[config.mk]
export PLATFORM = sky130hd
export DESIGN_NAME = cart_loader
export DESIGN_NICKNAME = d
export VERILOG_FILES = /design/src/logic/cart_pkg.sv /design/src/logic/ioctl_pkg.sv /design/src/logic/ioctl_if.sv /design/src/logic/cart_loader.sv /design/src/logic/cart_profile.sv /design/src/logic/cheat_loader.sv /design/src/logic/rom_writer.sv
export VERILOG_INCLUDE_DIRS = /design/src /design/src/logic
export SDC_FILE = /design/constraint.sdc
export NUM_CORES = 1
export LEC_CHECK = 0
export BUFFER_PORTS_ARGS = -buffer_cell sky130_fd_sc_hd__buf_2
export CAP_MARGIN = 20
export CORE_UTILIZATION = 40
export DETAILED_ROUTE_END_ITERATION = 12
export MAX_ROUTING_LAYER = met4
export SLEW_MARGIN = 10
export SYNTH_ARGS = -nofsm -noshare
export SYNTH_HDL_FRONTEND = slang
export SYNTH_SLANG_ARGS = --single-unit
[constraint.sdc]
create_clock -name clk_sys -period 6 [get_ports clk_sys]
set_input_delay 0.3 -clock clk_sys [delete_from_list [all_inputs] [get_ports clk_sys]]
set_output_delay 0.3 -clock clk_sys [all_outputs]
set_load 0.03 [all_outputs]
[src/logic/loader_config.svh]
// Cartridge loader configuration
// Download index codes, bus widths and record sizes shared by the design

`ifndef LOADER_CONFIG_SVH
`define LOADER_CONFIG_SVH

// Download index codes
`define IDX_CART_SMS  1
`define IDX_CART_GG   2
`define IDX_SYSMODE   4
`define IDX_DIP       254
`define IDX_CHEAT     255

// Bus and mask widths
`define IOCTL_ADDR_W  25
`define ROM_ADDR_W    24
`define CART_MASK_W   22

// Image header and record sizes
`define HDR_OFFSET    512
`define CHEAT_BYTES   16
`define DIP_COUNT     3

`endif

[src/logic/cart_pkg.sv]
// Cartridge profile and cheat record types
// Address masks, the DIP bank and the assembled cheat code

`include "loader_config.svh"

package cart_pkg;

	// Cartridge address mask
	typedef logic [`CART_MASK_W-1:0] cart_mask_t;

	// DIP switch byte n comes from download address n
	typedef logic [`DIP_COUNT-1:0][7:0] dip_bank_t;

	// One cheat record with flags in the top word
	typedef struct packed {
		logic [31:0] flags;
		logic [31:0] address;
		logic [31:0] compare;
		logic [31:0] replace;
	} cheat_code_t;

endpackage

[src/logic/ioctl_pkg.sv]
// Host download bus types
// Data byte, download index and the host and ROM address types

`include "loader_config.svh"

package ioctl_pkg;

	// One byte of download payload
	typedef logic [7:0] ioctl_byte_t;

	// Selects what the host is sending
	typedef logic [7:0] ioctl_index_t;

	// Byte address within the download
	typedef logic [`IOCTL_ADDR_W-1:0] ioctl_addr_t;

	// Write address towards ROM memory
	typedef logic [`ROM_ADDR_W-1:0] rom_addr_t;

endpackage

[src/logic/ioctl_if.sv]
// Host download bus
// Carries the download flag, index, address, data and write strobe

`timescale 1ns/10ps

interface ioctl_if;

	logic                     download;
	ioctl_pkg::ioctl_index_t  index;
	ioctl_pkg::ioctl_addr_t   addr;
	ioctl_pkg::ioctl_byte_t   dout;
	logic                     wr;

	// Host side drives everything
	modport host (output download, index, addr, dout, wr);

	// Receiving units only look
	modport sink (input download, index, addr, dout, wr);

endinterface

[src/logic/cart_loader.sv]
// Cartridge loader top level
// Puts the host download bus on an interface and feeds the ROM writer,
// the cartridge profile and the cheat loader

`timescale 1ns/10ps

`include "loader_config.svh"

module cart_loader (
	input  logic                     clk_sys,
	input  logic                     RESET,
	input  logic                     ioctl_download,
	input  ioctl_pkg::ioctl_index_t  ioctl_index,
	input  ioctl_pkg::ioctl_addr_t   ioctl_addr,
	input  ioctl_pkg::ioctl_byte_t   ioctl_dout,
	input  logic                     ioctl_wr,
	input  logic                     rom_ack,
	output logic                     ioctl_wait,
	output logic                     rom_req,
	output ioctl_pkg::rom_addr_t     rom_addr,
	output ioctl_pkg::ioctl_byte_t   rom_data,
	output cart_pkg::cart_mask_t     cart_mask,
	output cart_pkg::cart_mask_t     cart_mask_hdr,
	output logic                     cart_hdr,
	output logic                     is_gg,
	output logic                     is_arcade,
	output ioctl_pkg::ioctl_byte_t   sysmode,
	output cart_pkg::dip_bank_t      dip,
	output cart_pkg::cheat_code_t    cheat_code,
	output logic                     cheat_strobe
);

	ioctl_if bus ();

	// Host side of the bus
	assign bus.download = ioctl_download;
	assign bus.index    = ioctl_index;
	assign bus.addr     = ioctl_addr;
	assign bus.dout     = ioctl_dout;
	assign bus.wr       = ioctl_wr;

	rom_writer rom_writer_i (
		.clk_sys    (clk_sys),
		.RESET      (RESET),
		.bus        (bus.sink),
		.rom_ack    (rom_ack),
		.ioctl_wait (ioctl_wait),
		.rom_req    (rom_req),
		.rom_addr   (rom_addr),
		.rom_data   (rom_data)
	);

	cart_profile cart_profile_i (
		.clk_sys       (clk_sys),
		.RESET         (RESET),
		.bus           (bus.sink),
		.cart_mask     (cart_mask),
		.cart_mask_hdr (cart_mask_hdr),
		.cart_hdr      (cart_hdr),
		.is_gg         (is_gg),
		.is_arcade     (is_arcade),
		.sysmode       (sysmode),
		.dip           (dip)
	);

	cheat_loader cheat_loader_i (
		.clk_sys      (clk_sys),
		.RESET        (RESET),
		.bus          (bus.sink),
		.cheat_code   (cheat_code),
		.cheat_strobe (cheat_strobe)
	);

endmodule

[src/logic/cart_profile.sv]
// Cartridge profile
// Collects address masks, the header flag and the system flags from the
// cartridge stream, and holds the system-mode and DIP switch bytes

`timescale 1ns/10ps

`include "loader_config.svh"

module cart_profile (
	input  logic                    clk_sys,
	input  logic                    RESET,
	ioctl_if.sink                   bus,
	output cart_pkg::cart_mask_t    cart_mask,
	output cart_pkg::cart_mask_t    cart_mask_hdr,
	output logic                    cart_hdr,
	output logic                    is_gg,
	output logic                    is_arcade,
	output ioctl_pkg::ioctl_byte_t  sysmode,
	output cart_pkg::dip_bank_t     dip
);

	// Address bit that is set by an image with a header
	localparam int HDR_BIT = $clog2(`HDR_OFFSET);
	localparam int DIP_SEL_W = $clog2(`DIP_COUNT);

	logic                  cart_dl;
	logic                  cart_dl_d;
	logic                  cart_wr;
	logic                  sys_wr;
	logic                  dip_wr;
	cart_pkg::cart_mask_t  addr_low;
	logic [4:0]            idx_low;

	assign cart_dl = bus.download &&
		(bus.index != ioctl_pkg::ioctl_index_t'(`IDX_SYSMODE)) &&
		(bus.index != ioctl_pkg::ioctl_index_t'(`IDX_DIP)) &&
		(bus.index != ioctl_pkg::ioctl_index_t'(`IDX_CHEAT));

	assign cart_wr  = bus.wr && cart_dl;
	assign sys_wr   = bus.wr && (bus.index == ioctl_pkg::ioctl_index_t'(`IDX_SYSMODE));
	assign dip_wr   = bus.wr && (bus.index == ioctl_pkg::ioctl_index_t'(`IDX_DIP));
	assign addr_low = bus.addr[`CART_MASK_W-1:0];
	assign idx_low  = bus.index[4:0];

	// ====================================================================
	// Masks and system flags
	// ====================================================================
	always_ff @(posedge clk_sys) begin
		if (RESET) begin
			cart_dl_d     <= 1'b0;
			cart_mask     <= '0;
			cart_mask_hdr <= '0;
			cart_hdr      <= 1'b0;
			is_gg         <= 1'b0;
			is_arcade     <= 1'b0;
		end else begin
			cart_dl_d <= cart_dl;
			if (cart_wr) begin
				// First byte of an image restarts the mask
				if (bus.addr == '0)
					cart_mask <= '0;
				else
					cart_mask <= cart_mask | addr_low;
				// Same again from behind the header
				if (bus.addr == ioctl_pkg::ioctl_addr_t'(`HDR_OFFSET))
					cart_mask_hdr <= '0;
				else
					cart_mask_hdr <= cart_mask_hdr |
						(addr_low - cart_pkg::cart_mask_t'(`HDR_OFFSET));
				is_gg <= (idx_low == 5'(`IDX_CART_GG));
				if ((bus.index == ioctl_pkg::ioctl_index_t'(`IDX_CART_SMS)) ||
					(bus.index == ioctl_pkg::ioctl_index_t'(`IDX_CART_GG)))
					is_arcade <= 1'b0;
			end
			// Last address tells whether the image had a header
			if (cart_dl_d && !cart_dl)
				cart_hdr <= bus.addr[HDR_BIT];
			if (sys_wr)
				is_arcade <= 1'b1;
		end
	end

	// Settings bytes
	always_ff @(posedge clk_sys) begin
		if (sys_wr && (bus.addr == '0))
			sysmode <= bus.dout;
		if (dip_wr && (bus.addr < ioctl_pkg::ioctl_addr_t'(`DIP_COUNT)))
			dip[bus.addr[DIP_SEL_W-1:0]] <= bus.dout;
	end

endmodule

[src/logic/cheat_loader.sv]
// Cheat loader
// Assembles 16-byte cheat records into one code word and strobes it out

`timescale 1ns/10ps

`include "loader_config.svh"

module cheat_loader (
	input  logic                   clk_sys,
	input  logic                   RESET,
	ioctl_if.sink                  bus,
	output cart_pkg::cheat_code_t  cheat_code,
	output logic                   cheat_strobe
);

	localparam int SEL_W = $clog2(`CHEAT_BYTES);

	logic              code_wr;
	logic [SEL_W-1:0]  byte_sel;
	logic [6:0]        bit_pos;

	assign code_wr  = bus.wr && bus.download &&
		(bus.index == ioctl_pkg::ioctl_index_t'(`IDX_CHEAT));
	assign byte_sel = bus.addr[SEL_W-1:0];

	// Field 0 sits in the top word with each field low byte first
	assign bit_pos = {~byte_sel[3:2], byte_sel[1:0], 3'b000};

	always_ff @(posedge clk_sys) begin
		if (code_wr)
			cheat_code[bit_pos +: 8] <= bus.dout;
	end

	// Last byte of the record completes the code
	always_ff @(posedge clk_sys) begin
		if (RESET)
			cheat_strobe <= 1'b0;
		else
			cheat_strobe <= code_wr && (byte_sel == SEL_W'(`CHEAT_BYTES - 1));
	end

endmodule

[src/logic/rom_writer.sv]
// ROM writer
// Forwards cartridge bytes to ROM memory with a toggle request and
// acknowledge, and holds the host off while a byte is in flight

`timescale 1ns/10ps

`include "loader_config.svh"

module rom_writer (
	input  logic                    clk_sys,
	input  logic                    RESET,
	ioctl_if.sink                   bus,
	input  logic                    rom_ack,
	output logic                    ioctl_wait,
	output logic                    rom_req,
	output ioctl_pkg::rom_addr_t    rom_addr,
	output ioctl_pkg::ioctl_byte_t  rom_data
);

	logic cart_dl;
	logic cart_dl_d;
	logic cart_start;

	// Everything that is not a settings or cheat download is cartridge data
	assign cart_dl = bus.download &&
		(bus.index != ioctl_pkg::ioctl_index_t'(`IDX_SYSMODE)) &&
		(bus.index != ioctl_pkg::ioctl_index_t'(`IDX_DIP)) &&
		(bus.index != ioctl_pkg::ioctl_index_t'(`IDX_CHEAT));

	assign cart_start = cart_dl && !cart_dl_d;

	// ====================================================================
	// Request toggle and host wait
	// ====================================================================
	always_ff @(posedge clk_sys) begin
		if (RESET) begin
			cart_dl_d  <= 1'b0;
			ioctl_wait <= 1'b0;
			rom_req    <= 1'b0;
			rom_addr   <= '0;
		end else begin
			cart_dl_d <= cart_dl;
			if (cart_start)
				rom_addr <= '0;
			if (bus.wr && cart_dl) begin
				ioctl_wait <= 1'b1;
				rom_req    <= ~rom_req;
			end else if (ioctl_wait && (rom_req == rom_ack)) begin
				// Memory has taken the byte
				ioctl_wait <= 1'b0;
				if (!cart_start)
					rom_addr <= rom_addr + ioctl_pkg::rom_addr_t'(1);
			end
		end
	end

	// Byte held for the memory until the next write
	always_ff @(posedge clk_sys) begin
		if (bus.wr && cart_dl)
			rom_data <= bus.dout;
	end

endmodule

==> flow_summary.ini <==
[clock_tree]
clk_path_buf_depth = 3
post-cts-setup-buffers = 0
tritoncts = yes
cts_hold_buffers = 0
clkLatencyLatePin_ps = 520
cts_root_buffer = clkbuf_16
cts.sinks = 243
cts_resized = 0
cts_buffers = 26
htree_levels = 1
clk_pin_slew_worst_paths_ps = 60

[drt]
first_iter_violations = 456
drtAntennaViolNets = 0
avgRoutedWirePerCell_um = 18.4
first_pass_iters = 5
drt-total-wl_um = 25600
viasPerCell = 5.01
num_vias = 6960
drcViolationCount = 0

[final_layout]
area_delta_synth_final_pct = 28.4
drive_gt1_share_pct = 31.6
fillers = 2043
diodes = 0
final_design_area_no_fill_um2 = 12000
nets = 1111

[worst_setup_path]
critical_path.top_delay_family = simple AND/OR/NAND/NOR gates
path_cells = buf_2 -> or4_4 -> or4_1 -> nand3_4 -> inv_4 -> or4_1 -> a21oi_1
path_class = primary input to flip-flop
cp_max_fo = 53
cp_data_arrival_time_ps = 2740
end_kind = flip-flop
crit_path_start_kind = primary input
critPathBufInv = 2
cpMostUsedCell = or4_1
cp.required_ps = 6450
cp_slowest_stage_delay_ps = 630
cp_slowest_cell = or4_1

[global_routing]
grt_max_degree = 54
grt_pass1_wl_um = 38600
antenna_found_initial = 0
overflow = 0
grt_pass1_vias = 6757
grt_use_total_pct = 22.0

[sta]
slew_viol_final = 0
period_share_pct = 38.2
setup_viol = 0
setup_ws_ps = 3710
whs_ps = 52.3
finClkSkew_ps = 4.83
tns_ps = 0
tightest_slew_ps = 849
finalCriticalPeriod_ps = 2290
hold_violations = 0
fmax_mhz = 436
slew_headroom_pct = 42.9
grt_setup_unrepaired = no

[pwr]
p_leak_nw = 4.23
p_total_mw = 3.64
ir_drop_uv = 177
power_density_nw_per_um2 = 303

[outcome]
status = finished, final reports clean

[placed_design]
post-dp-hpwl_um = 18300
port_buffers = 287
place_area_um2 = 11100
pre_cts_slack_ps = 3170
gp_congestion = 0.816

[yosys]
synth_common_cells = edfxtp_1 (168), nor2_1 (131), dfxtp_1 (75)
seq_area_frac_synth_pct = 70.1
yosysWarnings = 0
syn_nets = 813
synth_top_cell_area_share_pct = 54.0
avgSynthCellArea_um2 = 12.3
async_flop_share_pct = 0
yosys.area.top_type = edfxtp_1
synth_cells = 759
synth_most_common_cell = edfxtp_1
syn_area_um2 = 9340
synth_edf_count = 168
synth_cell_type_count = 46
ys_ff_latch = 243
netlist_top_cells_area = edfxtp_1 (54%), dfxtp_1 (16%), nor2_1 (5.3%), and2_1 (4.9%), a21oi_1 (3.2%)
synth_flop_cell = edfxtp_1

[floorplan]
dieArea_um2 = 24000
start_util_pct = 41.0
pin_count = 288
row_count = 55
die_y_um = 155
fp.dieW_um = 155
core_um2 = 22800

[run]
max-cap-violations = 0

[worst_hold_path]
worstHoldPathType = primary input to flip-flop
[layout make-up]
class	count	area [µm²]	area share, %
Clock buffer	36	749	6.25
Timing Repair Buffer	293	1480	12.4
Inverter	11	43.8	0.365
Multi-Input combinational cell	482	2660	22.2
Sequential cell	243	6550	54.6
Clock inverter	12	119	0.991
Tap cell	313	392	3.26
[tightest hold or removal path, cell delays in order]
cell and delay [ps]:
buf_2 100, a21oi_1 60, nor2_1 70
[through the flow]
| step | std cells | util [%] |
|---|---|---|
| 6_report | 1390 | 52.7 |
| 5_1_grt | 1390 | 52.7 |
| 4_1_cts | 1390 | 52.7 |
| 3_5_place_dp | 1342 | 48.8 |
| 3_3_place_gp | 1342 | 48.8 |
| 2_1_floorplan | 759 | - |
[flip-flops by register name, summed over array words and instances, names as in the netlist]
name,cells
cheat_loader_i.cheat_code,128
rom_writer_i.ioctl_wait,1
cart_profile_i.dip,24
cart_profile_i.cart_mask,22
rom_writer_i.rom_req,1
cheat_loader_i.cheat_strobe,1
cart_profile_i.is_gg,1
rom_writer_i.rom_addr,24
cart_profile_i.is_arcade,1
cart_profile_i.sysmode,8
cart_profile_i.cart_dl_d,1
rom_writer_i.rom_data,8
cart_profile_i.cart_hdr,1
cart_profile_i.cart_mask_hdr,22
[per-layer routing]
metal | global-route usage [%] | routed length (µm)
met5 | - | 0
met4 | 7.36 | 783
met3 | 4.82 | 1900
met2 | 35.2 | 12000
met1 | 27.7 | 10900
[worst paths after layout]
check / start / endpoint / slack (ps) / cells after the start
worst min-delay path: ioctl_addr[4] / cart_profile_i.cart_mask[4] / 50 / 3
worst max-delay path: ioctl_index[4] / rom_writer_i.rom_addr[10] / 3710 / 7
worst max register to register: rom_writer_i.rom_addr[2] / rom_writer_i.rom_addr[23] / 3890 / 6
worst min register to register: cart_profile_i.cart_mask[4] / cart_profile_i.cart_mask[4] / 460 / 2
[layout by cell type (no fill, tap or decap), drive strengths merged, types with 4 or more instances in the layout]
cell type	synthesis	final
nor3	6	6
o31ai	4	4
nand2	50	50
and4	5	5
and3	6	6
a21oi	60	60
and2	73	73
dfxtp	75	75
inv	11	12
edfxtp	168	168
o21a	4	4
or3	12	12
nor2b	22	22
nand2b	5	5
nand3	13	13
clkinv	0	8
nor2	131	131
o311ai	6	6
or4	4	4
nor4	7	7
buf	4	293
clkbuf	19	36
o21ai	15	15
nand4	9	9
xor2	10	10
ha	8	8
xnor2	13	13
[logic make-up after synthesis]
group                      count (synthesis)  synth area share [%]
AOI/OAI and AO/OA                         99                  6.07
xor gates and xnor gates                  23                  2.16
adders and majority gates                  8                  1.07
buffers and inverters                     34                  1.41
DFF                                      243                  70.1
muxes                                      1                 0.107
and+or+nand+nor                          351                  19.1
[power by group]
group	internal, mW	total [mW]	switching [mW]
Sequential	1.80	1.81	0.0111
Combinational	0.0618	0.227	0.165
Clock	0.960	1.60	0.639
Total	2.82	3.64	0.815
Note: power is estimated with default switching activity, not from simulation.
